$ cat src/common/cpuPkg.sv
package cpuPkg;

    localparam int dataWidth = 32;
    localparam int regAddrWidth = 4;
    localparam int immWidth = 16;

    // Operation groups, top two bits of the word
    localparam logic [1:0] movAluImm = 2'b00;
    localparam logic [1:0] aluReg = 2'b01;
    localparam logic [1:0] memOp = 2'b10;
    localparam logic [1:0] branch = 2'b11;

    localparam logic [3:0] opAdd = 4'b0001;
    localparam logic [3:0] opSub = 4'b0010;
    localparam logic [3:0] opAnd = 4'b0011;
    localparam logic [3:0] opAdds = 4'b1001; // Flag-setting forms
    localparam logic [3:0] opSubs = 4'b1010;
    localparam logic [3:0] opAnds = 4'b1011;

    // Branch conditions share the secondLevel field
    localparam logic [3:0] condEq = 4'b0000;
    localparam logic [3:0] condNe = 4'b0001;
    localparam logic [3:0] condMi = 4'b0100;

    // Move group, low three bits of secondLevel
    localparam logic [2:0] movMov = 3'd0;
    localparam logic [2:0] movMovt = 3'd1;
    localparam logic [2:0] movClr = 3'd2;
    localparam logic [2:0] movSet = 3'd3;
    localparam logic [2:0] movLsl = 3'd4;
    localparam logic [2:0] movLsr = 3'd5;
    localparam logic [2:0] movMovf = 3'd6;

    // Memory group with neither store nor load, used while halted
    localparam logic [3:0] memIdle = 4'b0010;

    typedef union packed {
        struct packed {
            logic [1:0] firstLevelDecode;
            logic specialEncoding;
            logic [3:0] secondLevelDecode;
            logic [regAddrWidth-1:0] destReg;
            logic [regAddrWidth-1:0] sourceFirstReg;
            logic [immWidth-1:0] imm;
            logic spare;
        } immForm;
        struct packed {
            logic [1:0] firstLevelDecode;
            logic specialEncoding;
            logic [3:0] secondLevelDecode;
            logic [regAddrWidth-1:0] destReg;
            logic [regAddrWidth-1:0] sourceFirstReg;
            logic [regAddrWidth-1:0] sourceSecReg;
            logic [12:0] unused;
        } regForm;
    } instrWord;

endpackage

$ cat src/logic/fetchUnit.sv
`timescale 1ns/1ps

module fetchUnit #(
    parameter int progDepth = 64
) (
    input  logic clk,
    input  logic rst,
    input  logic run,
    input  logic progWrite,
    input  logic [$clog2(progDepth)-1:0] progAddr,
    input  logic [cpuPkg::dataWidth-1:0] progData,
    input  logic exeOverride,
    input  logic [cpuPkg::immWidth-1:0] exeData,
    output logic [cpuPkg::dataWidth-1:0] pc,
    output cpuPkg::instrWord instr
);

    localparam int addrBits = $clog2(progDepth);

    cpuPkg::instrWord progMem [progDepth];
    logic [cpuPkg::dataWidth-1:0] branchOffset;

    // Relative branch distance in words
    assign branchOffset = {{(cpuPkg::dataWidth-cpuPkg::immWidth){exeData[cpuPkg::immWidth-1]}},
                           exeData};

    always_ff @(posedge clk) begin
        if (progWrite && !run) begin
            progMem[progAddr] <= progData;
        end
    end

    always_ff @(posedge clk or posedge rst) begin
        if (rst) begin
            pc <= '0;
        end else if (!run) begin
            pc <= '0; // Held at the first word while loading
        end else if (exeOverride) begin
            pc <= pc + branchOffset;
        end else begin
            pc <= pc + 1'b1;
        end
    end

    // All-zero word while halted
    assign instr = run ? progMem[pc[addrBits-1:0]] : '0;

endmodule

$ cat config.mk
export PLATFORM = sky130hd
export DESIGN_NAME = fetchUnit
export DESIGN_NICKNAME = d
export VERILOG_FILES = /design/src/common/cpuPkg.sv /design/src/logic/fetchUnit.sv
export SDC_FILE = /design/constraint.sdc
export NUM_CORES = 2
export LEC_CHECK = 0
export ABC_AREA = 0
export BUFFER_PORTS_ARGS = -buffer_cell sky130_fd_sc_hd__clkbuf_2
export CORE_ASPECT_RATIO = 0.75
export CORE_MARGIN = 5
export CORE_UTILIZATION = 50
export DETAILED_ROUTE_END_ITERATION = 12
export PLACE_DENSITY = 0.66
export SLEW_MARGIN = 5
export SYNTH_ARGS = -nofsm -noshare
export SYNTH_HDL_FRONTEND = slang
export SYNTH_SLANG_ARGS = --single-unit
export TNS_END_PERCENT = 30
$ cat constraint.sdc
create_clock -name clk -period 2.8 [get_ports clk]
set_input_delay 0.42 -clock clk [delete_from_list [all_inputs] [get_ports clk]]
set_output_delay 0.42 -clock clk [all_outputs]
set_load 0.01 [all_outputs]
==> impl_results.md <==
* Outcome: finished, violations left
* Failing checks: negative setup slack
* CP Class: flip-flop to output port
* Post-DP HPWL at 131 mm
* 1st-iter DRT viols at 5824
* R2R Path Start: pc[0]$_DFF_PP0_
* Metal3 WL at 27.5 mm
* Total GRT Usage at 26.9%
* Starting Density at 50.1%
* Maximum vdd drop at 0.647 mV
* Max Freq at 0.253 GHz
* Most frequent cell after synthesis: edfxtp_1
* Register area share after synthesis at 76.8%
* Power per cell area at 732 mW/mm2
* Via density at 6.50
* Synth warn at 0
* Met2 Wirelength at 105 mm
* Clock Latency Late Sink at 0.82 ns
* Initial antenna violation count at 15
* Synth top cells by count: edfxtp_1 (2048), mux4_2 (598), nor2_1 (113)
* CP arrival at 3.53 ns
* Final Hold Violating Endpoints at 0
* Critical path fanouts, max at 9
* H-tree depth at 4
* Final Max Tran Viols at 0
* Yosys top cell area share at 75.8%
* Max_cap viols at 0
* Gpl congestion at 0.852
* Die ar. at 0.171 mm2
* Share of cells above drive strength 1 at 37.5%
* Fin nets at 4230
* Fin crit share at 141%
* Area grow syn2layout at 18.5%
* Switching power at 16.9 mW
* Final Instance Area at 0.0962 mm2
* Detailed Routing Iterations Pass 1 at 6
* R2R depth at 12
* Min-Delay Endpoint: progMem[57][30]$_DFFE_PP_
* Placed cell areas at 0.0887 mm2
* # fillers at 11187
* Number of global-route vias before repair at 40524
* Crit start category: flip-flop
* Clock-pin slew on the worst setup and hold paths at 0.07 ns
* Hold Crit Class: input pin to flip-flop
* Int Pwr at 53.5 mW
* Met1 wire length at 91.2 mm
* R2R Path End: pc[20]$_DFF_PP0_
* Num CTS Buffers at 189
* Post-synth EDFFs at 2048
* Total clock sinks at 2080
* Core Footprint at 0.162 mm2
* Top cells by area, synth: edfxtp_1 (76%), mux4_2 (17%), mux2i_1 (1.3%)
* Setup ws final at -1.15 ns
* Worst EP required at 2.38 ns
* Avg Cell Area, Syn at 22.8 um2
* Worst Max-Slew Pin Slew at 1.20 ns
* CP endpoint kind: output port
* Worst clock skew at 0.0161 ns
* Layout Utilization at 59.4%
* Mapped Cells at 3559
* DRC viols at 0
* Sw Share at 24.0%
* Slew HR at 19.8%
* Core Rows at 128
* Final min period at 3.95 ns
* Area leader, netlist: edfxtp_1
* Largest net degree at the start of global routing at 65
* Hold path depth at 2
* R2r setup slk at -0.06 ns
* Detailed-route wire length at 230 mm
* Io pins at 123
* Yosys reg bits at 2080
* Synthesized Nets at 3636
* CTS Buffer Depth at 3
* Overflow left after global routing at 0
* Min-delay src: progData[30]
* Synth unique cells at 65
* WHS at 0.114 ns
* Synth Cell Area at 0.0812 mm2
* Die Wd at 475 um
* Die Ht at 359 um
* WL/cell at 35.6 um
* Top sig layer: met4
* Cell leakage power at 30.7 nW
* Asr flop ratio synth at 1.54%
* Finished Layout Cells at 6468
* Vias at 42030
* First-pass GRT wire length at 318 mm
* IO buf count at 122
* Placed cell count at 6066
* Post-synth top flop: edfxtp_1
* Remaining antenna violation count at 0
* Seq pwr share at 49.2%
* CTS root buffer: clkbuf_16
* Clock network power share at 36.3%
* RSZ-0062 raised after global routing: yes
* Endpoints failing setup at 37
* CTS tree: built
* Comb power frac at 14.5%
[logic make-up after synthesis]
| kind of cell | share of synthesized area (%) |
|---|---|
| buffers and inverters | 1.28 |
| AND/OR/NAND/NOR | 1.99 |
| AO/OA/AOI/OAI | 1.60 |
| adder cells (fa/ha/maj) | 0.287 |
| flip-flops | 76.8 |
| multiplexers | 17.9 |
| XOR/XNOR | 0.130 |
[power by group through the flow]
stage / sequential (mW) / clock (mW) / combinational, mW
2_1_floorplan: 35.2 / 0 / 5.36
3_3_place_gp: 35.3 / 0 / 9.31
3_5_place_dp: 35.3 / 0 / 9.36
4_1_cts: 34.6 / 25.9 / 9.94
5_1_grt: 34.6 / 27.3 / 10.7
6_report: 34.6 / 25.6 / 10.2
[final cells by class]
class                      count  area (um2)  area share [%]
sequential                  2080       62300            64.8
tap                         2145        2680            2.79
inverter                      17        68.8          0.0715
multi-input combinational   1270       18800            19.5
antenna                       10        25.0          0.0260
clock inverter               125        1090            1.14
timing repair buffer         595        6260            6.51
clock buffer                 226        4970            5.17
[worst max-delay path, cell delays in order, from the launching register on]
cell and delay, ns:
dfrtp_4 0.55, buf_12 0.16, buf_12 0.14, buf_16 0.16
buf_12 0.14, buf_4 0.13, mux4_2 0.40, mux4_2 0.48
mux2i_2 0.23, o22ai_2 0.12, buf_2 0.16
[repair_timing]
action / CTS / global route
setup buffers: 23 / 9
hold endpoints to repair: 33 / 0
pin swaps: 8 / 15
setup endpoints to repair: 53 / 54
hold buffers: 2 / 0
gates cloned: 8 / 7
resized for setup: 101 / 69
[stage by stage]
step           setup slack [ns]  power (mW)  TNS, ns
2_1_floorplan            -0.256        40.6  -240.58
3_3_place_gp             -0.546        44.6   -10.81
6_report                  -1.15        70.4   -34.21
4_1_cts                   -1.20        70.5   -38.42
5_1_grt                   -1.23        72.6   -38.73
3_5_place_dp             -0.495        44.7   -11.31
[metal layers]
metal / vias to the layer above / track usage, %
met4: 0 / 7.78
met1: 22513 / 39.8
met5: - / 0
met2: 2767 / 39.5
met3: 354 / 7.60
li1: 16396 / -
[registers in the layout, summed over array words and instances (netlist names)]
register and cells:
pc 32, progMem 2048
[worst max path at each step]
stage               depth (start not counted)                        to  slack (ns)       startpoint
floorplan                                   5  progMem[59][0]$_DFFE_PP_       -0.26              run
global placement                           10                 instr[19]       -0.55  pc[0]$_DFF_PP0_
detailed placement                         10                 instr[19]       -0.49  pc[0]$_DFF_PP0_
CTS                                         9                 instr[14]       -1.20  pc[0]$_DFF_PP0_
global route                               10                 instr[19]       -1.23  pc[0]$_DFF_PP0_
finish                                     10                 instr[24]       -1.15  pc[0]$_DFF_PP0_
[layout by cell type, fill, tap and decap left out, types with 18 or more instances in the layout]
cell type / instances
nor2_4: 62
clkinv_1: 55
clkinv_2: 36
a211oi_1: 18
dfrtp_1: 27
nor2_1: 49
buf_6: 20
clkbuf_16: 199
nand2_1: 76
clkbuf_2: 117
and2_1: 28
a21oi_1: 36
buf_12: 125
edfxtp_1: 2048
mux2i_1: 92
mux4_2: 598
clkbuf_1: 30
buf_4: 301
Note: power is estimated with default switching activity, not from simulation.
