`config.mk`:
```
export PLATFORM = sky130hd
export DESIGN_NAME = dataMemory
export DESIGN_NICKNAME = d
export VERILOG_FILES = /design/src/common/cpuPkg.sv /design/src/logic/dataMemory.sv
export SDC_FILE = /design/constraint.sdc
export NUM_CORES = 2
export LEC_CHECK = 0
export BUFFER_PORTS_ARGS = -buffer_cell sky130_fd_sc_hd__buf_2
export CAP_MARGIN = 20
export CORE_ASPECT_RATIO = 1.5
export CORE_MARGIN = 2
export CORE_UTILIZATION = 54
export CTS_BUF_LIST = sky130_fd_sc_hd__clkbuf_16
export CTS_CLUSTER_DIAMETER = 80
export DETAILED_ROUTE_END_ITERATION = 6
export GPL_ROUTABILITY_DRIVEN = 0
export GPL_TIMING_DRIVEN = 1
export PLACE_DENSITY_LB_ADDON = 0.05
export SKIP_LAST_GASP = 1
export SLEW_MARGIN = 20
export SYNTH_ARGS = -nofsm -noshare
export SYNTH_HDL_FRONTEND = slang
export SYNTH_SLANG_ARGS = --single-unit
```
`constraint.sdc`:
```
create_clock -name clk -period 4.9 [get_ports clk]
set_clock_uncertainty 0.2 [all_clocks]
set_input_delay 1.225 -clock clk [delete_from_list [all_inputs] [get_ports clk]]
set_output_delay 1.225 -clock clk [all_outputs]
set_load 0.005 [all_outputs]
```
`src/common/cpuPkg.sv`:
```
package cpuPkg;

    localparam int dataWidth = 32;
    localparam int regAddrWidth = 4;
    localparam int immWidth = 16;

    // Operation groups, top two bits of the word
    localparam logic [1:0] movAluImm = 2'b00;
    localparam logic [1:0] aluReg = 2'b01;
    localparam logic [1:0] memOp = 2'b10;
    localparam logic [1:0] branch = 2'b11;

    localparam logic [3:0] opAdd = 4'b0001;
    localparam logic [3:0] opSub = 4'b0010;
    localparam logic [3:0] opAnd = 4'b0011;
    localparam logic [3:0] opAdds = 4'b1001; // Flag-setting forms
    localparam logic [3:0] opSubs = 4'b1010;
    localparam logic [3:0] opAnds = 4'b1011;

    // Branch conditions share the secondLevel field
    localparam logic [3:0] condEq = 4'b0000;
    localparam logic [3:0] condNe = 4'b0001;
    localparam logic [3:0] condMi = 4'b0100;

    // Move group, low three bits of secondLevel
    localparam logic [2:0] movMov = 3'd0;
    localparam logic [2:0] movMovt = 3'd1;
    localparam logic [2:0] movClr = 3'd2;
    localparam logic [2:0] movSet = 3'd3;
    localparam logic [2:0] movLsl = 3'd4;
    localparam logic [2:0] movLsr = 3'd5;
    localparam logic [2:0] movMovf = 3'd6;

    // Memory group with neither store nor load, used while halted
    localparam logic [3:0] memIdle = 4'b0010;

    typedef union packed {
        struct packed {
            logic [1:0] firstLevelDecode;
            logic specialEncoding;
            logic [3:0] secondLevelDecode;
            logic [regAddrWidth-1:0] destReg;
            logic [regAddrWidth-1:0] sourceFirstReg;
            logic [immWidth-1:0] imm;
            logic spare;
        } immForm;
        struct packed {
            logic [1:0] firstLevelDecode;
            logic specialEncoding;
            logic [3:0] secondLevelDecode;
            logic [regAddrWidth-1:0] destReg;
            logic [regAddrWidth-1:0] sourceFirstReg;
            logic [regAddrWidth-1:0] sourceSecReg;
            logic [12:0] unused;
        } regForm;
    } instrWord;

endpackage

```
`src/logic/dataMemory.sv`:
```
`timescale 1ns/1ps

module dataMemory #(
    parameter int dataDepth = 64
) (
    input  logic clk,
    input  logic [cpuPkg::dataWidth-1:0] memoryAddressOut,
    input  logic [cpuPkg::dataWidth-1:0] memoryDataOut,
    input  logic memoryWrite,
    input  logic memoryRead,
    output logic [cpuPkg::dataWidth-1:0] memoryDataIn
);

    localparam int indexBits = $clog2(dataDepth);

    logic [cpuPkg::dataWidth-1:0] mem [dataDepth];
    logic [indexBits-1:0] wordIndex;

    // Addresses count words, upper bits wrap
    assign wordIndex = memoryAddressOut[indexBits-1:0];

    always_ff @(posedge clk) begin
        if (memoryWrite) begin
            mem[wordIndex] <= memoryDataOut;
        end
    end

    assign memoryDataIn = memoryRead ? mem[wordIndex] : '0;

endmodule

```
==> impl_results.md <==
* Synth Flop Type: edfxtp_1
* Top layer in use: met5
* Failing checks: negative setup slack
* Fill cells at 10,300
* H-Tree Depth at 4
* Final Hold Viols at 0
* GRT Total Usage at a little under a third
* Total clock sinks at just over 2,000
* Drt pass-1 iters at 6
* Routed wire length on met3 at about 15 mm
* Worst vdd ir at roughly 330 µV
* Die Area at between 150,000 and 200,000 µm²
* M1 WL at 87.1 mm
* Placed cell areas at a little under 90,000 µm²
* Slack of the critical path at -0.0492 ns
* WL met2 at approximately 120 mm
* Largest net degree at the start of global routing at 65
* Leak pwr at roughly 32 nW
* Critical Path Max Stage Delay at between 0.2 and 0.3 ns
* DRT iter0 DRCs at ~4,700
* Worst-path fanout max at 8
* Status: finished, violations left
* Post-route minimum period at a little under 5 ns
* Syn Nets at between 4,000 and 5,000
* Synth Instances at between 4,000 and 5,000
* Fin nets at approximately 5,300
* Initial antenna violation count at 14
* Share of the yosys chip area belonging to registers at between 70 and 80%
* Setup-failing EPs final at 7
* Distinct cells, synth at 58
* Syn Area/Cell at roughly 17 µm²
* Drt via density at about 6.6
* WS Path Type: primary input to primary output
* Fin crit share at 101%
* Max-slew headroom at 25.6%
* Internal power at ~0.028 W
* Clk buf depth at 3
* Top flop regs: mem x2048
* Detailed Place HPWL at about 150 mm
* Critical Path End Type: primary output
* Req. time, crit path at approximately 3.5 ns
* IO Pins at a little under 100
* Post-DR wirelength/cell at between 30 and 40 µm
* Yosys reg bits at approximately 2,000
* # rows at 173
* P&R area growth vs syn at 21.1%
* Port Buffer Count at between 70 and 80
* Logic pwr share at approximately 7.2%
* DP Worst Slack at -0.788 ns
* Buffers plus inverters on the worst setup path at 9
* Design Power at around 0.036 W
* Slew Limit Fails at 0
* Max Cap Viol at 0
* Die X at ~320 µm
* Cells after DPL at 6,958
* CP Launch Type: primary input
* Chip height at 476 µm
* Yosys warnings at 0
* CTS Buf Count at ~180
* Fraction of layout cells with a size suffix above 1 at roughly 27%
* Core box area at between 100,000 and 150,000 µm²
* Cts hold-fix bufs at 0
* Fin cells at ~7,400
* Vias at slightly below 50,000
* Clock network power share at between 30% and 40%
* Pwr per Cell Area at between 300 and 400 nW/µm²
* Clock root buffer: clkbuf_16
* CP max stage cell: nor3_2
* Asr flop ratio synth at 0%
* Fin Setup TNS at -0.101 ns
* Number of global-route vias before repair at 47,600
* Largest register FFs at just over 2,000
* Slew @ Worst Pin at roughly 1.1 ns
* DRC viols at 0
* Final std cell area, no fill at roughly 97,000 µm²
* Starting Density at ~54%
* ANT nets after route at 0
* Fmax at ~200 MHz
* Grt ovf at 0
* Routed WL at approximately 240 mm
* Reg clk slew, reported paths at approximately 0.07 ns
* Switch Pwr at 0.00793 W
* HP Class: primary input to flip-flop
* RSZ-0062 raised after global routing: true
* Arrival time at the worst endpoint at between 3 and 4 ns
* Switching share of power at 22.0%
* CP Cell Sequence: buf_16 -> buf_8 -> buf_12 -> buf_12 -> nor2b_4 -> buf_8 -> buf_12 -> buf_8 -> a221oi_1 -> nor3_2 -> o21ai_2 -> a41oi_4 -> buf_6 -> buf_2
* Share of power burned in registers at around 54%
* Global-route wire length before repair at 337 mm
* Mapped Area at ~80,000 µm²
* Critical path's top delay family: buffers and inverters
* Number of flops mapped to enable cells by yosys at slightly above 2,000
* Most flop-heavy register: mem
* TritonCTS clock tree: yes
-- worst paths after layout --
path,endpoint,startpoint,depth (start not counted)
worst min-delay path,mem[33][2],memoryDataOut[2],1
worst max-delay path,memoryDataIn[3],memoryAddressOut[2],14
-- placed cells by master, fill, tap and decap left out, types with 34 or more instances in the layout --
cell / Yosys / final
clkbuf_16: 0 / 199
edfxtp_1: 2048 / 2048
o21ai_1: 5 / 46
o221ai_1: 48 / 39
nand2b_1: 58 / 56
o22a_1: 42 / 42
a21o_1: 56 / 56
a221oi_1: 275 / 247
buf_6: 7 / 49
nand3b_1: 138 / 138
clkinv_2: 0 / 34
and3_1: 142 / 141
mux2_2: 43 / 43
nor2_4: 0 / 66
inv_1: 4 / 40
buf_12: 0 / 113
buf_2: 128 / 62
mux2i_1: 176 / 175
buf_4: 18 / 552
o21ai_0: 183 / 121
a21oi_1: 70 / 59
o22ai_1: 64 / 62
nor3_1: 100 / 64
a22oi_1: 248 / 237
mux4_2: 37 / 37
nor3b_1: 141 / 141
clkinv_1: 0 / 45
-- synth_stat cells, types with 15 or more instances --
cell       instances  area [µm²]
mux2i_1          176        1760
edfxtp_1        2048       61500
clkbuf_1         201         754
a22oi_1          248        1860
o221ai_1          48         420
a31oi_1           15        93.8
nor3b_1          141        1060
a21o_1            56         420
nand3b_1         138        1040
a41oi_1           17         149
a2111oi_0         17         149
nand2b_1          58         363
o22a_1            42         368
a22o_1            29         254
mux2_2            43         484
buf_1             38         143
nor2_1            77         289
o2111ai_1         56         490
nor3_1           100         500
nor4_1            18         113
a221oi_1         275        2410
buf_2            128         641
a21oi_1           70         350
and3_1           142         888
o21ai_0          183         916
nand3_1           20         100
o211ai_1          15         113
and3b_1           28         245
o22ai_1           64         400
nand2_1           15        56.3
or3b_2            15         131
mux4_2            37         833
buf_4             18         135
-- power by group through the flow --
stage | Clock, W | Combinational (W) | Sequential, W
final | 0.0140 | 0.00261 | 0.0194
after global routing | 0.0149 | 0.00274 | 0.0194
after CTS | 0.0142 | 0.00249 | 0.0194
after detailed placement | 0 | 0.00232 | 0.0198
after global placement | 0 | 0.00229 | 0.0198
after floorplan | 0 | 0.000971 | 0.0198
-- cell families after synthesis --
kind of cell,share of synthesized area (%)
buffers and inverters,2.22
and+or+nand+nor,6.28
DFF,76.7
AOI/OAI and AO/OA,11.0
muxes,3.84
-- metal layers --
layer,vias to the layer above,track usage [%]
met5,-,0
met4,12,15.7
met3,487,4.66
met2,1940,54.7
met1,25100,37.5
li1,20700,-
-- through the flow --
| step | util [%] | hold slack [ns] |
|---|---|---|
| after floorplan | - | 1.12 |
| after global placement | 59.8 | 1.56 |
| after detailed placement | 59.8 | 1.59 |
| after CTS | 64.8 | 0.692 |
| after global routing | 65.7 | 0.718 |
| final | 65.7 | 0.721 |
-- layout make-up --
class / instances / area [µm²] / area share [%]
clock buffers: 190 / 4750 / 4.89
inverters: 6 / 30.0 / 0.0309
well taps: 1925 / 2410 / 2.48
clock inverters: 145 / 1060 / 1.09
multi-input cells: 2227 / 19200 / 19.8
flip-flops and latches: 2048 / 61500 / 63.3
diodes: 5 / 12.5 / 0.0129
repair buffers: 813 / 8210 / 8.45
-- timing repair --
| action | 4_1_cts | 5_1_grt |
|---|---|---|
| gates cloned | 11 | 9 |
| resized for setup | 252 | 185 |
| pin swaps | 42 | 75 |
| setup buffers | 22 | 25 |
| setup endpoints to repair | 32 | 32 |
Power figures use the tool's default switching activity.
