--- src/common/cpuPkg.sv ---
package cpuPkg;

    localparam int dataWidth = 32;
    localparam int regAddrWidth = 4;
    localparam int immWidth = 16;

    // Operation groups, top two bits of the word
    localparam logic [1:0] movAluImm = 2'b00;
    localparam logic [1:0] aluReg = 2'b01;
    localparam logic [1:0] memOp = 2'b10;
    localparam logic [1:0] branch = 2'b11;

    localparam logic [3:0] opAdd = 4'b0001;
    localparam logic [3:0] opSub = 4'b0010;
    localparam logic [3:0] opAnd = 4'b0011;
    localparam logic [3:0] opAdds = 4'b1001; // Flag-setting forms
    localparam logic [3:0] opSubs = 4'b1010;
    localparam logic [3:0] opAnds = 4'b1011;

    // Branch conditions share the secondLevel field
    localparam logic [3:0] condEq = 4'b0000;
    localparam logic [3:0] condNe = 4'b0001;
    localparam logic [3:0] condMi = 4'b0100;

    // Move group, low three bits of secondLevel
    localparam logic [2:0] movMov = 3'd0;
    localparam logic [2:0] movMovt = 3'd1;
    localparam logic [2:0] movClr = 3'd2;
    localparam logic [2:0] movSet = 3'd3;
    localparam logic [2:0] movLsl = 3'd4;
    localparam logic [2:0] movLsr = 3'd5;
    localparam logic [2:0] movMovf = 3'd6;

    // Memory group with neither store nor load, used while halted
    localparam logic [3:0] memIdle = 4'b0010;

    typedef union packed {
        struct packed {
            logic [1:0] firstLevelDecode;
            logic specialEncoding;
            logic [3:0] secondLevelDecode;
            logic [regAddrWidth-1:0] destReg;
            logic [regAddrWidth-1:0] sourceFirstReg;
            logic [immWidth-1:0] imm;
            logic spare;
        } immForm;
        struct packed {
            logic [1:0] firstLevelDecode;
            logic specialEncoding;
            logic [3:0] secondLevelDecode;
            logic [regAddrWidth-1:0] destReg;
            logic [regAddrWidth-1:0] sourceFirstReg;
            logic [regAddrWidth-1:0] sourceSecReg;
            logic [12:0] unused;
        } regForm;
    } instrWord;

endpackage

--- src/logic/instrDecoder.sv ---
`timescale 1ns/1ps

module instrDecoder (
    input  logic run,
    input  cpuPkg::instrWord instr,
    output logic [1:0] firstLevelDecode,
    output logic specialEncoding,
    output logic [3:0] secondLevelDecode,
    output logic [2:0] aluFunctions,
    output logic [cpuPkg::regAddrWidth-1:0] destReg,
    output logic [cpuPkg::regAddrWidth-1:0] sourceFirstReg,
    output logic [cpuPkg::regAddrWidth-1:0] sourceSecReg,
    output logic [cpuPkg::immWidth-1:0] imm
);

    always_comb begin
        firstLevelDecode = instr.immForm.firstLevelDecode;
        specialEncoding = instr.immForm.specialEncoding;
        secondLevelDecode = instr.immForm.secondLevelDecode;
        destReg = instr.immForm.destReg;
        sourceFirstReg = instr.immForm.sourceFirstReg;
        sourceSecReg = '0;
        imm = '0;

        if (!run) begin
            // Halted, so report a memory slot that neither stores nor loads
            firstLevelDecode = cpuPkg::memOp;
            specialEncoding = 1'b0;
            secondLevelDecode = cpuPkg::memIdle;
            destReg = '0;
            sourceFirstReg = '0;
        end else if (instr.immForm.firstLevelDecode == cpuPkg::aluReg) begin
            sourceSecReg = instr.regForm.sourceSecReg; // Register view
        end else begin
            imm = instr.immForm.imm; // Immediate view
        end
    end

    // Move function and store bit live in the low bits
    assign aluFunctions = secondLevelDecode[2:0];

endmodule

--- config.mk ---
export PLATFORM = sky130hd
export DESIGN_NAME = instrDecoder
export DESIGN_NICKNAME = d
export VERILOG_FILES = /design/src/common/cpuPkg.sv /design/src/logic/instrDecoder.sv
export SDC_FILE = /design/constraint.sdc
export NUM_CORES = 1
export LEC_CHECK = 0
export BUFFER_PORTS_ARGS = -buffer_cell sky130_fd_sc_hd__buf_2
export CORE_MARGIN = 2
export CORE_UTILIZATION = 21
export DETAILED_ROUTE_END_ITERATION = 10
export PLACE_DENSITY = 0.77
export REMOVE_ABC_BUFFERS = 1
export SYNTH_ARGS = -nofsm -noshare
export SYNTH_HDL_FRONTEND = slang
export SYNTH_SLANG_ARGS = --single-unit
--- constraint.sdc ---
create_clock -name vclk -period 0.8
set_input_delay 0.08 -clock vclk [all_inputs]
set_output_delay 0.08 -clock vclk [all_outputs]
set_load 0.02 [all_outputs]
==> results.json, run 1 <==
{
  "tightest_slew_ns": 0.1318,
  "synth_sequential_area_ratio_pct": 0,
  "grt_pass1_vias": 464,
  "ios": 71,
  "final-hold-violation-count": 0,
  "syn_area_um2": 299.0,
  "io_buffers": 70,
  "post_drt_wl_per_cell_um": 10.41,
  "setup_tns_ns": 0,
  "crit_path_cell_trace": "buf_8 > and2b_2 > and3_4 > buf_6",
  "hold_path.class": "in -> out",
  "drive_above_1_share_pct": 78.76,
  "layout_common_cells": "buf_2 (63), and2_1 (12), and3_1 (8)",
  "required_ns": 0.72,
  "dieArea_um2": 1742,
  "crit_family": "simple AND/OR/NAND/NOR gates",
  "critPathKind": "in -> out",
  "setup_viol": 0,
  "area_growth_pct": 144.8,
  "fin_crit_ns": 0.7889,
  "p_per_area_nw_per_um2": 602.3,
  "cp-start-kind": "primary input",
  "grt_pass1_wl_mm": 1.987,
  "arrival_ns": 0.71,
  "clkbuf_count": 0,
  "overflow": 0,
  "die_w_um": 41.74,
  "max_stage_delay_ns": 0.23,
  "cp_slowest_cell": "and2b_2",
  "rsz0062_at_grt": "true",
  "globalplace.congestion": 0.7224,
  "vias": 545,
  "path_buf_inv": 2,
  "start_util_pct": 22.70,
  "ys_types": 15,
  "vias_per_cell": 4.258,
  "status": "completed",
  "slew_viol_final": 0,
  "multiInputGateArea_um2": 289.0,
  "ctsHoldBuffers": 0,
  "p_leak_nw": 0.5007,
  "syn-instance-count": 45,
  "diodes": 0,
  "peakVddDrop_uv": 287.5,
  "grt_usage_pct": 13.42,
  "cp_max_fo": 4,
  "postRouteAntennaNets": 0,
  "num-fill-cells": 142,
  "wirelength_mm": 1.333,
  "core_um2": 1318,
  "yosysWarningCount": 0,
  "fmaxAchievable_ghz": 1.268,
  "die_h_um": 41.74,
  "route.detailed.drc": 0,
  "antenna_found_initial": 0,
  "finalPower_w": 0.0004409,
  "n_sequential_cell": 0,
  "rows": 13,
  "final_common_cell": "buf_2",
  "synth.avg_cell_area_um2": 6.645,
  "dr.pass1.iters": 3,
  "drt_iter0_markers": 5,
  "seqCellArea_um2": 0,
  "maxCapViolCount": 0,
  "worst_setup_path_end_kind": "output port",
  "slew_headroom_pct": 91.22,
  "layout.nets": 148,
  "grt_max_degree": 18,
  "finalCritPeriodShare_pct": 98.61
}
-- logic make-up after synthesis --
logic type | Yosys count | synth area share [%]
buffers and inverters | 8 | 16.73
AND/OR/NAND/NOR | 37 | 83.26
-- layer usage --
| layer | vias to the layer above | part of all wire, % | track usage [%] |
|---|---|---|---|
| met4 | 0 | 0.90 | 1.290 |
| met5 | - | 0 | 0 |
| met3 | 2 | 8.1 | 0.8696 |
| met1 | 224 | 39 | 16.41 |
| li1 | 287 | - | - |
| met2 | 32 | 52 | 25.94 |
-- metrics by stage --
step	setup slack, ns	instances	instance area, µm²	hold WS, ns	util, %
CTS	-0.02539	125	659.4	0.4827	50.05
global route	-0.01087	128	732.0	0.4982	55.56
finish	0.01108	128	732.0	0.4815	55.56
global placement	-0.01982	125	636.9	0.4833	48.34
detailed placement	-0.02576	125	636.9	0.4827	48.34
floorplan	0.1362	38	252.7	0.3082	-
-- final timing paths --
path / startpoint / endpoint / slack [ns] / cells past startpoint
setup / recovery: instr[31] / sourceSecReg[0] / 0.01 / 4
hold / removal: instr[29] / specialEncoding / 0.48 / 3
-- what timing repair did --
| action | CTS | global route |
|---|---|---|
| pin swaps | 0 | 3 |
| endpoints found under the setup margin | 13 | 20 |
| resized for setup | 7 | 16 |
| buffers inserted | 0 | 1 |
| gates cloned | 0 | 2 |
-- cell usage after synthesis (all sizes together) --
| library cell | n | area, µm² |
|---|---|---|
| clkbuf | 2 | 7.510 |
| and2b | 1 | 7.510 |
| nand2 | 1 | 3.750 |
| nor2b | 1 | 6.260 |
| and2 | 13 | 82.58 |
| buf | 5 | 38.78 |
| nand2b | 2 | 20.02 |
| inv | 1 | 3.750 |
| nor2 | 1 | 3.750 |
| and3 | 18 | 125.1 |
-- area by class of cell --
| type | count | share of cell area, % |
|---|---|---|
| multi-input cells | 39 | 39.49 |
| well taps | 15 | 2.564 |
| repair buffers | 73 | 57.44 |
| inverters | 1 | 0.5128 |
-- power breakdown --
group	internal, W	leakage, nW	switching, W
logic	0.000209	0.501	0.000232
registers	0	0	0
clock network	0	0	0
Note: power is estimated with default switching activity, not from simulation.
==> run 2: changes to the inputs <==
--- a/config.mk
+++ b/config.mk
@@ -6,10 +6,12 @@
 export NUM_CORES = 1
 export LEC_CHECK = 0
 export BUFFER_PORTS_ARGS = -buffer_cell sky130_fd_sc_hd__buf_2
+export CELL_PAD_IN_SITES_DETAIL_PLACEMENT = 0
+export CELL_PAD_IN_SITES_GLOBAL_PLACEMENT = 1
 export CORE_MARGIN = 2
-export CORE_UTILIZATION = 21
+export CORE_UTILIZATION = 10
 export DETAILED_ROUTE_END_ITERATION = 10
-export PLACE_DENSITY = 0.77
+export PLACE_DENSITY = 0.72
 export REMOVE_ABC_BUFFERS = 1
 export SYNTH_ARGS = -nofsm -noshare
 export SYNTH_HDL_FRONTEND = slang
==> run 2 against run 1 <==
Final cell count up 11%. Sequential share of layout area unchanged. Global-route usage down 6.8 points. Largest power group unchanged. Non-clock buffer count down 2. Routed wire length up 9.2%. Critical path type unchanged. Via count up 2.6%. Count of clock-buffer cells in the layout unchanged. Critical path depth unchanged. The run now ends with design-rule violations left. First-iteration DRC count rose to 4.6 times the previous value.
==> results.json, run 2 (synthesis gave the netlist of run 1 again) <==
{
  "final_common_cell": "buf_2",
  "finalCritPeriodShare_pct": 99.11,
  "die_h_um": 58.69,
  "rows": 19,
  "crit_path_cell_trace": "buf_8 > and2b_2 > and3_4 > buf_6",
  "wirelength_mm": 1.456,
  "hold_path.class": "in -> out",
  "seqCellArea_um2": 0,
  "area_growth_pct": 148.5,
  "io_buffers": 70,
  "arrival_ns": 0.71,
  "cp_max_fo": 4,
  "design_area_um2": 743.2,
  "status": "finished, violations left",
  "violations": "design-rule violations",
  "globalplace.congestion": 0.7383,
  "grt_max_degree": 31,
  "final-hold-violation-count": 0,
  "grt_use_met2_pct": 13.96,
  "maxCapViolCount": 0,
  "vias_per_cell": 3.937,
  "ios": 71,
  "worst_setup_path_end_kind": "output port",
  "fin_cells": 142,
  "postRouteAntennaNets": 0,
  "dieArea_um2": 3444,
  "grt_use_met3_pct": 0.8791,
  "n_sequential_cell": 0,
  "fmaxAchievable_ghz": 1.261,
  "grt_usage_pct": 6.576,
  "cp-start-kind": "primary input",
  "grt_pass1_vias": 486,
  "max_stage_delay_ns": 0.24,
  "fin_util_pct": 26.49,
  "start_util_pct": 10.66,
  "p_per_area_nw_per_um2": 593.7,
  "place_inst": 140,
  "layout.nets": 146,
  "required_ns": 0.72,
  "clkbuf_count": 0,
  "core_um2": 2805,
  "tightest_slew_ns": 0.1179,
  "cp_slowest_cell": "and2b_2",
  "slew_headroom_pct": 92.20,
  "fin_crit_ns": 0.7929,
  "place_area_um2": 661.9,
  "grt_pass1_wl_mm": 1.904,
  "overflow": 0,
  "route.detailed.drc": 7,
  "post_drt_wl_per_cell_um": 10.25,
  "peakVddDrop_uv": 197.4,
  "critPathKind": "in -> out",
  "diodes": 0,
  "rsz0062_at_grt": "true",
  "dr.pass1.iters": 7,
  "setup_tns_ns": 0,
  "vias": 559,
  "finalPower_w": 0.0004413,
  "busiest_layer": "met2",
  "grt_use_met1_pct": 6.878,
  "drive_above_1_share_pct": 77.48,
  "p_leak_nw": 0.4928,
  "die_w_um": 58.69,
  "setup_viol": 0,
  "antenna_found_initial": 0,
  "layout_common_cells": "buf_2 (64), and2_1 (12), and3_1 (8)",
  "dp_hpwl_mm": 1.085,
  "slew_viol_final": 0,
  "drt_iter0_markers": 23
}
run 2: routing by layer:
layer,wire [µm],up-vias
li1,-,283
met1,626,233
met2,632,43
met3,197,0
met4,0,0
met5,0,-
run 2: cell type report:
cell class         instances  area [µm²]
well taps                 31       38.79
fillers                  301        2062
inverters                  1       3.754
repair buffers            71       411.6
multi-input cells         39       289.0
run 2: worst paths after layout:
kind | depth (start not counted) | from | endpoint | slack (ns)
max | 4 | instr[31] | sourceSecReg[0] | 0.007
min | 3 | instr[26] | aluFunctions[1] | 0.48
run 2: power by group:
group | internal (W) | switching [W] | total (W)
registers | 0 | 0 | 0
clock network | 0 | 0 | 0
logic | 0.000206 | 0.000235 | 0.000441
run 2: per-stage QoR:
stage / setup slack (ns) / hold WS, ns
4_1_cts: -0.05255 / 0.4873
6_report: 0.007150 / 0.4830
5_1_grt: -0.02516 / 0.4993
2_1_floorplan: 0.1362 / 0.3082
3_3_place_gp: -0.02319 / 0.4813
3_5_place_dp: -0.05073 / 0.4858
run 2: timing repair:
item | in CTS | in global routing
hold buffers | 0 | 0
cloned | 0 | 2
gates resized for setup | 11 | 8
endpoints found under the setup margin | 18 | 19
hold endpoints to repair | 0 | 0
setup buffers | 0 | 0
pin swaps | 2 | 1
run 2: worst max-delay path: cells and delay by family:
kind | cells | cell delay [ns]
simple gates | 2 | 0.43
buf+inv | 2 | 0.21
==> run 3: changes to the inputs <==
--- a/config.mk
+++ b/config.mk
@@ -5,14 +5,16 @@
 export SDC_FILE = /design/constraint.sdc
 export NUM_CORES = 1
 export LEC_CHECK = 0
+export ABC_AREA = 1
 export BUFFER_PORTS_ARGS = -buffer_cell sky130_fd_sc_hd__buf_2
 export CELL_PAD_IN_SITES_DETAIL_PLACEMENT = 0
 export CELL_PAD_IN_SITES_GLOBAL_PLACEMENT = 1
 export CORE_MARGIN = 2
-export CORE_UTILIZATION = 10
+export CORE_UTILIZATION = 11
 export DETAILED_ROUTE_END_ITERATION = 10
-export PLACE_DENSITY = 0.72
+export PLACE_DENSITY = 0.79
 export REMOVE_ABC_BUFFERS = 1
+export SLEW_MARGIN = 15
 export SYNTH_ARGS = -nofsm -noshare
 export SYNTH_HDL_FRONTEND = slang
 export SYNTH_SLANG_ARGS = --single-unit
==> run 3 against run 2 <==
The run now ends clean. First-iteration DRC count is 65% lower. Flip-flop and latch count stayed put. Routed wire length grew 17%. Critical endpoint is now imm[2]. Largest cell class unchanged. Highest routed layer unchanged.
==> results.json, run 3 <==
{
  "io_buffers": 70,
  "synth.most_common_cell": "nand2_1",
  "die_w_um": 59.01,
  "vias_per_cell": 3.848,
  "worst_setup_path_end_kind": "output port",
  "max_stage_delay_ns": 0.18,
  "setup_viol": 0,
  "arrival_ns": 0.68,
  "drive_above_1_share_pct": 55.78,
  "synth.avg_cell_area_um2": 4.379,
  "dp_hpwl_mm": 1.326,
  "internal_power_w": 0.0002324,
  "vias": 685,
  "ios": 71,
  "postCtsSetupRepairBufs": 0,
  "p_switching_w": 0.0002806,
  "cp-startpoint": "instr[30]",
  "pwr-share-comb_pct": 100.0,
  "n_sequential_cell": 0,
  "seqCellArea_um2": 0,
  "multiInputGateArea_um2": 219.0,
  "slew_headroom_pct": 89.94,
  "diodes": 0,
  "layout_common_cells": "buf_2 (56), nand2_1 (32), buf_4 (19)",
  "cp-start-kind": "primary input",
  "finalCritPeriodShare_pct": 94.89,
  "die_h_um": 59.01,
  "maxCapViolCount": 0,
  "peakVddDrop_uv": 141.6,
  "num-fill-cells": 337,
  "rows": 19,
  "crit_path_frequent_cell": "buf_2",
  "slew_viol_final": 0,
  "synth_sequential_area_ratio_pct": 0,
  "layout.nets": 182,
  "grt_pass1_wl_mm": 2.125,
  "yosys.area.top_type": "nand2_1",
  "grt_pass1_vias": 535,
  "status": "completed",
  "critPathKind": "in -> out",
  "core_um2": 2805,
  "p_per_area_nw_per_um2": 611.9,
  "ys_types": 8,
  "syn-instance-count": 76,
  "crit_path_cell_trace": "buf_2 > buf_4 > a21oi_1 > buf_2",
  "dieArea_um2": 3482,
  "start_util_pct": 11.86,
  "p_leak_nw": 0.6018,
  "drt_iter0_markers": 8,
  "dr.pass1.iters": 4,
  "power.share.sequential_pct": 0,
  "fin_util_pct": 29.88,
  "final_common_cell": "buf_2",
  "post_drt_wl_per_cell_um": 9.545,
  "fmaxAchievable_ghz": 1.317,
  "clkbuf_count": 0,
  "postRouteAntennaNets": 0,
  "grt_max_degree": 19,
  "antenna_found_initial": 0,
  "clkPwrFrac_pct": 0,
  "synthTopCellsByArea": "nand2_1 (36%), a21oi_1 (24%), inv_1 (16%)",
  "route.detailed.drc": 0,
  "final-hold-violation-count": 0,
  "cp_max_fo": 8,
  "wirelength_mm": 1.699,
  "yosysWarningCount": 0,
  "area_growth_pct": 151.9,
  "grt_usage_pct": 7.359,
  "cp_slowest_cell": "buf_2",
  "tightest_slew_ns": 0.1505,
  "rsz0062_at_grt": "false",
  "hold_slack_ns": 0.4593,
  "required_ns": 0.72,
  "finalPower_w": 0.0005130,
  "timing.hold.worst.start": "instr[28]",
  "sw_frac_of_total_pct": 54.69,
  "synth_top_area_share_pct": 36.09,
  "overflow": 0,
  "hold_path.class": "in -> out",
  "globalplace.congestion": 0.6641,
  "fin_crit_ns": 0.7591,
  "synth_common_cells": "nand2_1 (32), a21oi_1 (16), inv_1 (14)",
  "syn_area_um2": 332.8
}
==> run 3: changes by cell type in the layout (fill, tap and decap cells not counted), moves of 2 or more <==
| cell | before | now |
|---|---|---|
| inv_1 | 1 | 14 |
| buf_6 | 5 | 1 |
| nor2_1 | 1 | 4 |
| a21oi_1 | 0 | 15 |
| and3_2 | 7 | 0 |
| buf_4 | 0 | 19 |
| and3_1 | 8 | 0 |
| and3_4 | 3 | 0 |
| buf_2 | 64 | 56 |
| clkbuf_16 | 0 | 2 |
| nand2b_4 | 3 | 0 |
| nand2_1 | 1 | 32 |
| and2_1 | 12 | 0 |
==> run 3: layout make-up <==
cell class,count,share of cell area (%)
multi-input combinational,52,26.12
inverter,15,6.716
timing repair buffer,80,62.54
tap,31,4.627
==> run 3: repair_timing <==
action,CTS,global route
setup endpoints to repair,1,19
cloned,0,2
resized for setup,1,16
hold buffers,0,0
pin swaps,0,1
==> run 3: stage by stage <==
stage	setup WS (ns)	area [µm²]	cells	TNS, ns
after global routing	0.001246	838.3	178	0
after CTS	0.002510	748.2	176	0
after global placement	0.006224	745.7	176	0
after floorplan	0.05517	271.5	67	0
after detailed placement	-0.001346	745.7	176	-0.001346
final	0.04091	838.3	178	0
==> run 3: worst max-delay path, delay by kind of cell <==
kind	cells	cell delay [ns]
buffers and inverters	3	0.46
AO/OA/AOI/OAI	1	0.14
==> run 3: kinds of logic after synthesis <==
| logic type | count (synthesis) | share of synthesized area, % |
|---|---|---|
| buffers and inverters | 24 | 35.34 |
| AND/OR/NAND/NOR | 36 | 40.60 |
| AO/OA/AOI/OAI | 16 | 24.06 |
==> run 3: worst paths after layout <==
check | end | slack, ns | cells past startpoint
worst max-delay path | imm[2] | 0.04 | 4
worst min-delay path | secondLevelDecode[3] | 0.46 | 4
==> run 3: power groups by stage <==
stage / registers (W) / clock network, W / logic (W)
6_report: 0 / 0 / 0.000513
5_1_grt: 0 / 0 / 0.000558
4_1_cts: 0 / 0 / 0.000466
3_5_place_dp: 0 / 0 / 0.000463
3_3_place_gp: 0 / 0 / 0.000461
2_1_floorplan: 0 / 0 / 0.000211
==> run 3: routing by layer <==
layer	global-route usage [%]	up-vias	wire length (µm)
met3	0.8734	0	190
met1	9.788	276	769
met4	0	0	0
met2	13.49	44	739
met5	0	-	0
li1	-	365	-
