$ cat src/common/cpuPkg.sv
package cpuPkg;

    localparam int dataWidth = 32;
    localparam int regAddrWidth = 4;
    localparam int immWidth = 16;

    // Operation groups, top two bits of the word
    localparam logic [1:0] movAluImm = 2'b00;
    localparam logic [1:0] aluReg = 2'b01;
    localparam logic [1:0] memOp = 2'b10;
    localparam logic [1:0] branch = 2'b11;

    localparam logic [3:0] opAdd = 4'b0001;
    localparam logic [3:0] opSub = 4'b0010;
    localparam logic [3:0] opAnd = 4'b0011;
    localparam logic [3:0] opAdds = 4'b1001; // Flag-setting forms
    localparam logic [3:0] opSubs = 4'b1010;
    localparam logic [3:0] opAnds = 4'b1011;

    // Branch conditions share the secondLevel field
    localparam logic [3:0] condEq = 4'b0000;
    localparam logic [3:0] condNe = 4'b0001;
    localparam logic [3:0] condMi = 4'b0100;

    // Move group, low three bits of secondLevel
    localparam logic [2:0] movMov = 3'd0;
    localparam logic [2:0] movMovt = 3'd1;
    localparam logic [2:0] movClr = 3'd2;
    localparam logic [2:0] movSet = 3'd3;
    localparam logic [2:0] movLsl = 3'd4;
    localparam logic [2:0] movLsr = 3'd5;
    localparam logic [2:0] movMovf = 3'd6;

    // Memory group with neither store nor load, used while halted
    localparam logic [3:0] memIdle = 4'b0010;

    typedef union packed {
        struct packed {
            logic [1:0] firstLevelDecode;
            logic specialEncoding;
            logic [3:0] secondLevelDecode;
            logic [regAddrWidth-1:0] destReg;
            logic [regAddrWidth-1:0] sourceFirstReg;
            logic [immWidth-1:0] imm;
            logic spare;
        } immForm;
        struct packed {
            logic [1:0] firstLevelDecode;
            logic specialEncoding;
            logic [3:0] secondLevelDecode;
            logic [regAddrWidth-1:0] destReg;
            logic [regAddrWidth-1:0] sourceFirstReg;
            logic [regAddrWidth-1:0] sourceSecReg;
            logic [12:0] unused;
        } regForm;
    } instrWord;

endpackage

$ cat src/execute/execute.sv
`timescale 1ns/1ps

module execute (
    input  logic clk,
    input  logic rst,
    input  logic [1:0] firstLevelDecode,
    input  logic specialEncoding,
    input  logic [3:0] secondLevelDecode,
    input  logic [2:0] aluFunctions,
    input  logic [cpuPkg::immWidth-1:0] imm,
    input  logic [cpuPkg::regAddrWidth-1:0] destReg,
    input  logic [cpuPkg::regAddrWidth-1:0] sourceFirstReg,
    input  logic [cpuPkg::regAddrWidth-1:0] sourceSecReg,
    input  logic [cpuPkg::dataWidth-1:0] readDataDest,
    input  logic [cpuPkg::dataWidth-1:0] readDataFirst,
    input  logic [cpuPkg::dataWidth-1:0] readDataSec,
    output logic [cpuPkg::regAddrWidth-1:0] readRegDest,
    output logic [cpuPkg::regAddrWidth-1:0] readRegFirst,
    output logic [cpuPkg::regAddrWidth-1:0] readRegSec,
    output logic [cpuPkg::dataWidth-1:0] writeData,
    output logic writeToReg,
    output logic exeOverride,
    output logic [cpuPkg::immWidth-1:0] exeData,
    output logic [cpuPkg::dataWidth-1:0] memoryDataOut,
    output logic [cpuPkg::dataWidth-1:0] memoryAddressOut,
    output logic memoryWrite,
    output logic memoryRead,
    input  logic [cpuPkg::dataWidth-1:0] memoryDataIn
);

    localparam int msb = cpuPkg::dataWidth - 1;

    logic [3:0] flags; // NZCV
    logic [3:0] flagsNext;
    logic [msb:0] immExt;
    logic [msb:0] operandB;
    logic [msb+1:0] sum;
    logic [msb+1:0] diff;
    logic [msb:0] andResult;
    logic isAluGroup;

    assign exeData = imm;
    assign immExt = {{(cpuPkg::dataWidth-cpuPkg::immWidth){imm[cpuPkg::immWidth-1]}}, imm};

    // Second operand is a register only in the register group
    assign operandB = (firstLevelDecode == cpuPkg::aluReg) ? readDataSec : immExt;
    assign sum = {1'b0, readDataFirst} + {1'b0, operandB};
    assign diff = {1'b0, readDataFirst} - {1'b0, operandB};
    assign andResult = readDataFirst & operandB;

    assign isAluGroup = (firstLevelDecode == cpuPkg::aluReg) ||
                        (firstLevelDecode == cpuPkg::movAluImm && specialEncoding);

    always_ff @(posedge clk or posedge rst) begin
        if (rst) begin
            flags <= 4'b0000;
        end else begin
            flags <= flagsNext;
        end
    end

    always_comb begin
        exeOverride = 1'b0;
        readRegDest = destReg;
        readRegFirst = '0;
        readRegSec = '0;
        writeToReg = 1'b0;
        writeData = '0;
        memoryWrite = 1'b0;
        memoryRead = 1'b0;
        memoryDataOut = '0;
        memoryAddressOut = '0;
        flagsNext = flags;

        case (firstLevelDecode)
            cpuPkg::branch: begin
                case (secondLevelDecode)
                    cpuPkg::condEq: exeOverride = flags[2];
                    cpuPkg::condNe: exeOverride = !flags[2];
                    cpuPkg::condMi: exeOverride = flags[3];
                    default: exeOverride = 1'b0;
                endcase
            end

            cpuPkg::memOp: begin
                readRegFirst = sourceFirstReg; // Base register
                memoryAddressOut = readDataFirst + immExt;
                if (aluFunctions[0]) begin
                    memoryDataOut = readDataDest;
                    memoryWrite = 1'b1;
                end else if (!aluFunctions[1]) begin
                    // Load returns through the same cycle
                    memoryRead = 1'b1;
                    writeData = memoryDataIn;
                    writeToReg = 1'b1;
                end
            end

            cpuPkg::movAluImm: begin
                if (!specialEncoding) begin
                    readRegFirst = sourceFirstReg;
                    writeToReg = 1'b1;
                    case (aluFunctions)
                        cpuPkg::movMov: writeData = immExt;
                        cpuPkg::movMovt: writeData = {imm, readDataDest[15:0]};
                        cpuPkg::movClr: writeData = '0;
                        cpuPkg::movSet: writeData = '1;
                        cpuPkg::movLsl: writeData = readDataFirst << imm;
                        cpuPkg::movLsr: writeData = readDataFirst >> imm;
                        cpuPkg::movMovf: writeData = {readDataDest[msb:4], flags};
                        default: writeToReg = 1'b0;
                    endcase
                end
            end

            default: ;
        endcase

        if (isAluGroup) begin
            readRegFirst = sourceFirstReg;
            readRegSec = sourceSecReg; // Zero in the immediate form
            writeToReg = 1'b1;
            case (secondLevelDecode)
                cpuPkg::opAdd: writeData = sum[msb:0];
                cpuPkg::opSub: writeData = diff[msb:0];
                cpuPkg::opAnd: writeData = andResult;
                cpuPkg::opAdds: begin
                    writeData = sum[msb:0];
                    flagsNext[3] = sum[msb];
                    flagsNext[2] = (sum[msb:0] == '0);
                    flagsNext[1] = sum[msb+1];
                    flagsNext[0] = !(readDataFirst[msb] ^ operandB[msb]) &&
                                   (readDataFirst[msb] ^ sum[msb]);
                end
                cpuPkg::opSubs: begin
                    writeData = diff[msb:0];
                    flagsNext[3] = diff[msb];
                    flagsNext[2] = (diff[msb:0] == '0);
                    flagsNext[1] = !diff[msb+1]; // No borrow
                    flagsNext[0] = (readDataFirst[msb] ^ operandB[msb]) &&
                                   (readDataFirst[msb] ^ diff[msb]);
                end
                cpuPkg::opAnds: begin
                    writeData = andResult;
                    flagsNext[3] = andResult[msb]; // C and V kept
                    flagsNext[2] = (andResult == '0);
                end
                default: writeToReg = 1'b0;
            endcase
        end
    end

endmodule

$ cat config.mk
export PLATFORM = sky130hd
export DESIGN_NAME = execute
export DESIGN_NICKNAME = d
export VERILOG_FILES = /design/src/common/cpuPkg.sv /design/src/execute/execute.sv
export SDC_FILE = /design/constraint.sdc
export NUM_CORES = 1
export LEC_CHECK = 0
export ABC_AREA = 0
export BUFFER_PORTS_ARGS = -buffer_cell sky130_fd_sc_hd__buf_2
export CORE_MARGIN = 10
export CORE_UTILIZATION = 50
export DETAILED_ROUTE_END_ITERATION = 8
export PLACE_DENSITY = 0.75
export SYNTH_ARGS = -nofsm -noshare
export SYNTH_HDL_FRONTEND = slang
export SYNTH_SLANG_ARGS = --single-unit
export TNS_END_PERCENT = 10
$ cat constraint.sdc
create_clock -name clk -period 10.5 [get_ports clk]
set_input_delay 2.1 -clock clk [delete_from_list [all_inputs] [get_ports clk]]
set_output_delay 2.1 -clock clk [all_outputs]
set_load 0.02 [all_outputs]
==> out/metrics.csv, run 1 <==
stage,metric,value,unit
setup_path,slowest cell on the critical path,nor2b_1,
detailed_routing,post-route ant nets,0,
min_path,hold_sp,flags[0]$_DFFE_PP0P_,
clock_network,cts bufs inserted,3,
logic_synthesis,sequential area share after synthesis,0.833,%
timing,"Period Utilization, post-route",88.1,%
setup_path,crit start category,primary input,
cells_and_area,Multi-input gate area,10900,um2
clock_network,clock sinks,4,
clock_network,Max Root-Sink Buffers,2,
cells_and_area,largest registers,flags (4),
setup_path,Worst Path Required,8.40,ns
floorplanning,core area,23500,um2
timing,slew of the pin with the lowest slew margin,1.29,ns
global_routing,vias in the first global route,15100,
detailed_routing,DR WL/cell,26.7,um
setup_path,CP Capture Type,primary output,
detailed_routing,drt first pass iters,7,
setup_path,crit path buf inv count,2,
logic_synthesis,Yosys reg bits,4,
run_status,run status,completed,
setup_path,CP max stage delay,1.08,ns
logic_synthesis,Post-Syn Area,12000,um2
detailed_routing,met1 WL,24.5,mm
timing,crit path time final,9.25,ns
timing,WHS,0.531,ns
cells_and_area,Final nets,2281,
global_routing,"Remaining Overflow, GRT",0,
detailed_routing,top routing layer used,met4,
placement,GPL Wtd Cong,1.07,
setup_path,Crit path arrival time,7.15,ns
clock_network,postcts setup bufs,0,
power,maximum vdd drop,47.6,uV
timing,f_max,0.108,GHz
global_routing,global-route wire length before repair,93.4,mm
timing,final count of hold timing violations,0,
setup_path,worst r2r path cells,9,
cells_and_area,register area,100,um2
clock_network,CTS tree,done,
setup_path,Worst Path Max Fanout,22,
logic_synthesis,"EDFF count, synth",0,
setup_path,Setup Crit Path Kind,primary input to primary output,
logic_synthesis,count of unique library cells instantiated by Yosys,89,
detailed_routing,met2 wire len,26.3,mm
setup_path,Reg2Reg Setup Slack,6.75,ns
global_routing,GRT Total Usage,38.2,%
clock_network,Worst-path clk slew,0.03,ns
clock_network,clock latency on the worst-skew pair,0.23,ns
logic_synthesis,average cell area after synthesis,6.47,um2
logic_synthesis,synthesized netlist cell count,1858,
floorplanning,# IOs,296,
timing,setup tns final,0,ns
timing,skew final,0,ns
setup_path,Most common cell on crit path,buf_2,
timing,max-slew violation count,0,
detailed_routing,Detailed Route WL,62.3,mm
clock_network,H-Tree Depth,1,
run,Max-Cap Viols,0,
placement,Port Buffers,287,
min_path,Min-Delay Path Class,flip-flop to flip-flop,
cells_and_area,P&R area growth vs syn,11.7,%
detailed_routing,DRC violations left,0,
floorplanning,die width,175,um
min_path,hold depth,2,
floorplanning,DIE AREA,30600,um2
logic_synthesis,YS warnings,0,
timing,final setup fails,0,
floorplanning,die height,175,um
global_routing,initial antenna violation count,2,
detailed_routing,Iteration-0 DRC Markers,2896,
clock_network,CTS resizes,0,
cells_and_area,Biggest register,flags,
floorplanning,Starting Density,51.0,%
logic_synthesis,top_reg_cell synth,dfrtp_1,
clock_network,CTS root buffer,clkbuf_16,
detailed_routing,total number of vias,16300,
setup_path,cell family with most CP delay,simple AND/OR/NAND/NOR gates,
setup_path,CP Depth,14,
timing,Max-Slew Margin vs Limit,13.9,%
logic_synthesis,ys async rst share,100,%
setup_path,worst flop-to-flop path startpoint,flags[2]$_DFFE_PP0P_,
setup_path,CP Cell Sequence,buf_2 > nor2b_1 > a21o_1 > ha_1 > nor4_1 > nand4_1 > a2111oi_2 > nor2_1 > o41ai_4 > a221oi_2 > xnor2_1 > o21ba_2 > o21ai_1 > buf_2,
clock_network,# hold bufs at CTS,0,
global_routing,largest net degree at the start of global routing,88,
logic_synthesis,Syn Nets,2125,
power,Pleak,6.09,nW
setup_path,Critical Path Start,imm[15],
cells_and_area,max reg flops,4,
timing,unrepaired setup endpoints after global routing,false,
power,pwr dens,73.4,nW/um2
cells_and_area,fraction of layout cells with a size suffix above 1,19.6,%
detailed_routing,DR WL met3,7.62,mm
cells_and_area,FILL cells,2438,
placement,Post-DP HPWL,49.2,mm
detailed_routing,number of vias per cell,7.00,
floorplanning,row count,56,
[kinds of logic after synthesis]
group                    count (synthesis)  share of synthesized area (%)
AO/OA/AOI/OAI                          713                           39.9
adder cells (fa/ha/maj)                 99                           10.5
AND/OR/NAND/NOR                        625                           24.7
multiplexers                           101                           10.3
flip-flops                               4                          0.833
XOR/XNOR                                67                           4.95
buffers and inverters                  249                           8.81
[path summary, 6_finish.rpt]
check,endpoint
worst max register to register,flags[2]$_DFFE_PP0P_
worst max-delay path,writeData[30]
worst min-delay path,flags[0]$_DFFE_PP0P_
max in group asynchronous,flags[1]$_DFFE_PP0P_
worst min register to register,flags[0]$_DFFE_PP0P_
min in group asynchronous,flags[2]$_DFFE_PP0P_
[metal layers]
| metal | track usage (%) | vias to the layer above |
|---|---|---|
| met5 | 0 | - |
| met4 | 19.4 | 0 |
| met3 | 8.43 | 230 |
| met2 | 58.4 | 1260 |
| met1 | 49.3 | 7566 |
| li1 | - | 7274 |
[cell type report]
type	instances	share of cell area (%)
Tap cell	319	2.97
Multi-Input combinational cell	1605	81.1
Sequential cell	4	0.746
Inverter	88	2.46
Antenna cell	3	0.0560
Clock buffer	3	0.560
Timing Repair Buffer	312	12.1
[power breakdown]
part	total, mW	switching, mW	leakage [nW]	internal, mW
combinational	0.902	0.589	6.00	0.313
sequential	0.0220	0.00331	0.0506	0.0187
clock	0.0617	0.0128	0.0370	0.0489
total	0.985	0.605	6.09	0.381
[Yosys cell counts (11+ instances only)]
cell type,count,area [um2]
mux2i_1,58,581
a22oi_1,44,330
buf_1,18,67.6
nor2_1,221,830
nand2_1,130,488
inv_1,78,293
nand2b_1,22,138
nor3_1,62,310
a31oi_1,17,106
and3_1,42,263
nand3_1,31,155
and2_1,20,125
xnor2_1,51,447
buf_4,22,165
nor2b_1,18,113
o21bai_1,24,180
clkbuf_1,98,368
o221ai_1,12,105
a211oi_1,32,240
ha_1,96,1200
mux4_2,15,338
buf_2,21,105
o211ai_1,35,263
a21o_1,57,428
a221o_1,11,110
nand4_1,16,100
o21ai_0,125,626
mux2_2,28,315
a2111oi_0,13,114
o22ai_1,43,269
xor2_1,15,131
a21oi_1,174,871
o31ai_1,15,113
nor4_1,21,131
[placed cells by master (no fill, tap or decap), types with 16 or more instances in the layout]
master,count
nor2_1,221
a211oi_1,32
ha_1,96
o211ai_1,35
mux2_2,28
nor4_1,21
buf_2,286
xnor2_1,51
a21oi_1,174
a31oi_1,17
a21o_1,57
nand2_1,130
nor3_1,61
nand3_1,31
o21bai_1,24
and2_1,20
nand4_1,16
buf_4,26
o21ai_0,125
o22ai_1,43
nand2b_1,22
and3_1,42
a22oi_1,44
mux2i_1,58
inv_1,78
[worst min-delay path, delay by kind of cell (launching register included)]
family          cells  cell delay (ns)
compound gates      1             0.07
flops               1             0.35
simple gates        1             0.06
[per-stage QoR]
step / std cells / power (mW) / setup WS, ns / area [um2] / util [%]
floorplan: 1858 / 0.617 / 2.00 / 12000 / -
global route: 2331 / 1.05 / 0.976 / 13400 / 57.0
CTS: 2331 / 0.951 / 1.40 / 13400 / 57.0
detailed placement: 2328 / 0.886 / 1.43 / 13300 / 56.6
finish: 2334 / 0.985 / 1.25 / 13400 / 57.0
global placement: 2328 / 0.882 / 1.54 / 13300 / 56.6
Note: power is estimated with default switching activity, not from simulation.
==> run 2: changes to the inputs <==
Settings changed: ABC_AREA 0 to 1, PLACE_DENSITY 0.75 to 0.73.
==> out/metrics.csv, run 2 <==
stage,metric,value,unit,change
global_routing,largest net degree at the start of global routing,69,,-22%
detailed_routing,DRC violations left,0,,unchanged
cells_and_area,Final nets,3274,,+44%
setup_path,Most common cell on crit path,nand2_1,,
clock_network,CTS tree,done,,
global_routing,initial antenna violation count,3,,+1
timing,max-slew violation count,0,,unchanged
detailed_routing,Detailed Route WL,77.2,mm,+24%
setup_path,Setup Crit Path Kind,primary input to primary output,,
placement,Port Buffers,287,,unchanged
floorplanning,DIE AREA,34200,um2,+12%
run_status,run status,completed,,
cells_and_area,largest registers,flags (4),,
setup_path,Worst Path Max Fanout,39,,+77%
timing,setup tns final,0,ns,unchanged
setup_path,CP Capture Type,primary output,,
cells_and_area,fraction of layout cells with a size suffix above 1,11.8,%,-7.8 points
global_routing,global-route wire length before repair,113,mm,+21%
placement,GPL Wtd Cong,1.20,,+12%
logic_synthesis,sequential area share after synthesis,0.737,%,-0.096 points
detailed_routing,total number of vias,21000,,+29%
global_routing,"Remaining Overflow, GRT",0,,unchanged
power,pwr dens,69.7,nW/um2,-5.1%
logic_synthesis,YS warnings,0,,unchanged
floorplanning,Starting Density,50.6,%,-0.47 points
global_routing,GRT Total Usage,42.7,%,+4.5 points
clock_network,CTS root buffer,clkbuf_16,,
setup_path,CP Cell Sequence,buf_2 > inv_1 > buf_4 > a21oi_1 > ha_1 > inv_1 > fa_1 > inv_1 > nand3_1 > nand2_1 > nand2_1 > nand2_1 > nand2_1 > nand2_1 > nand2_1 > nand3_1 > a21oi_1 > o21ai_0 > nand3_1 > buf_2,,
placement,Post-DP HPWL,63.5,mm,+29%
timing,final setup fails,0,,unchanged
cells_and_area,ANT cells,0,,-3
logic_synthesis,count of unique library cells instantiated by Yosys,50,,-44%
cells_and_area,max reg flops,4,,unchanged
logic_synthesis,Syn Nets,3107,,+46%
setup_path,Worst Path Required,8.40,ns,about the same
power,maximum vdd drop,41.6,uV,-13%
timing,"Period Utilization, post-route",90.2,%,+2.1 points
placement,# placed instances,3343,,+44%
cells_and_area,P&R area growth vs syn,10.0,%,
timing,unrepaired setup endpoints after global routing,false,,
timing,skew final,0,ns,unchanged
power,total power,1.04,mW,+5.8%
clock_network,H-Tree Depth,1,,unchanged
setup_path,crit start category,primary input,,
floorplanning,row count,60,,+7.1%
cells_and_area,"most common cell after layout, fill and taps aside",nand2_1,,
logic_synthesis,"top cells by area, synth","nand2_1 28%, nand3_1 15%, inv_1 11%",,
timing,f_max,0.106,GHz,-2.3%
logic_synthesis,Yosys reg bits,4,,unchanged
timing,Max-Slew Margin vs Limit,21.2,%,+7.3 points
detailed_routing,Iteration-0 DRC Markers,3669,,+27%
setup_path,Crit path arrival time,7.37,ns,+0.22 ns
clock_network,CTS resizes,0,,unchanged
timing,final count of hold timing violations,0,,unchanged
cells_and_area,Biggest register,flags,,
power,Pleak,8.85,nW,+45%
clock_network,postcts setup bufs,0,,unchanged
logic_synthesis,"EDFF count, synth",0,,unchanged
min_path,Min-Delay Path Class,flip-flop to flip-flop,,
clock_network,Worst-path clk slew,0.03,ns,about the same
cells_and_area,non-filler instance count after layout,3346,,+43%
logic_synthesis,average cell area after synthesis,4.79,um2,-26%
clock_network,cts bufs inserted,3,,unchanged
setup_path,slowest cell on the critical path,o21ai_0,,
timing,crit path time final,9.47,ns,+0.219 ns
logic_synthesis,top cell type's share of synthesized area,28.4,%,+18 points
timing,slew of the pin with the lowest slew margin,1.18,ns,-0.109 ns
logic_synthesis,ys async rst share,100,%,unchanged
detailed_routing,drt first pass iters,8,,+1
logic_synthesis,Synth area leader,nand2_1,,
clock_network,clock sinks,4,,unchanged
logic_synthesis,top_reg_cell synth,dfrtp_1,,
clock_network,# hold bufs at CTS,0,,unchanged
logic_synthesis,Post-Syn Area,13600,um2,+13%
logic_synthesis,most common cell in the netlist,nand2_1,,
floorplanning,core area,26900,um2,+14%
clock_network,clock latency on the worst-skew pair,0.22,ns,about the same
logic_synthesis,synthesized netlist cell count,2840,,+53%
detailed_routing,post-route ant nets,0,,unchanged
detailed_routing,DR WL/cell,23.1,um,-14%
detailed_routing,number of vias per cell,6.29,,-10%
cells_and_area,most frequent cells in the layout,"1,028 x nand2_1, 411 x nand3_1, 393 x inv_1, 287 x buf_2, 251 x nor2_1",,
global_routing,vias in the first global route,18900,,+25%
floorplanning,die width,185,um,+5.6%
clock_network,Max Root-Sink Buffers,2,,unchanged
setup_path,CP max stage delay,0.78,ns,-0.30 ns
floorplanning,# IOs,296,,unchanged
floorplanning,die height,185,um,+5.6%
logic_synthesis,Commonest cells post-synth,"1,028 x nand2_1, 411 x nand3_1, 393 x inv_1",,
run,Max-Cap Viols,0,,unchanged
[run 2: report_power, final]
part / internal, mW / switching [mW]
Clock: 0.0487 / 0.0111
Combinational: 0.261 / 0.699
Sequential: 0.0188 / 0.00406
[run 2: path summary, 6_finish.rpt]
check	startpoint	endpoint	slack, ns	cells past startpoint
max	imm[0]	writeData[30]	1.03	20
min	flags[3]$_DFFE_PP0P_	flags[3]$_DFFE_PP0P_	0.56	2
min in group asynchronous	rst	flags[3]$_DFFE_PP0P_	1.76	2
min reg2reg	flags[3]$_DFFE_PP0P_	flags[3]$_DFFE_PP0P_	0.56	2
max in group asynchronous	rst	flags[1]$_DFFE_PP0P_	8.58	2
max reg2reg	flags[1]$_DFFE_PP0P_	flags[1]$_DFFE_PP0P_	9.75	2
[run 2: through the flow]
step	setup slack, ns	instance area (um2)	utilization (%)	hold slack, ns
2_1_floorplan	3.51	13600	-	0.472
3_3_place_gp	1.52	14900	55.4	0.542
3_5_place_dp	1.51	14900	55.4	0.544
4_1_cts	1.49	15000	55.6	0.552
5_1_grt	1.08	15000	55.6	0.614
6_report	1.03	15000	55.6	0.558
[run 2: worst max-delay path: cells and delay by family]
kind            cells  cell delay [ns]
buf+inv             6             1.60
simple gates        9             1.52
compound gates      3             1.20
fa+ha+maj           2             0.87
[run 2: layer usage]
metal	share of wire [%]	global-route usage (%)	wire, um
met1	36	52.2	28000
met2	39	60.7	29900
met3	17	15.4	12800
met4	8.4	29.7	6470
met5	0.017	0	13
[run 2: kinds of logic after synthesis]
| logic type | count (synthesis) | synth area share, % |
|---|---|---|
| and+or+nand+nor | 1813 | 56.5 |
| buffers and inverters | 543 | 16.3 |
| AOI/OAI and AO/OA | 352 | 15.3 |
| adders and majority gates | 99 | 9.28 |
| xor gates and xnor gates | 29 | 1.87 |
| DFF | 4 | 0.737 |
[run 2: area by class of cell]
type	instances	area [um2]
multi-input combinational	2293	11300
tap	341	427
inverter	401	1510
timing repair buffer	304	1560
fill	2988	11900
sequential	4	100
clock buffer	3	75.1
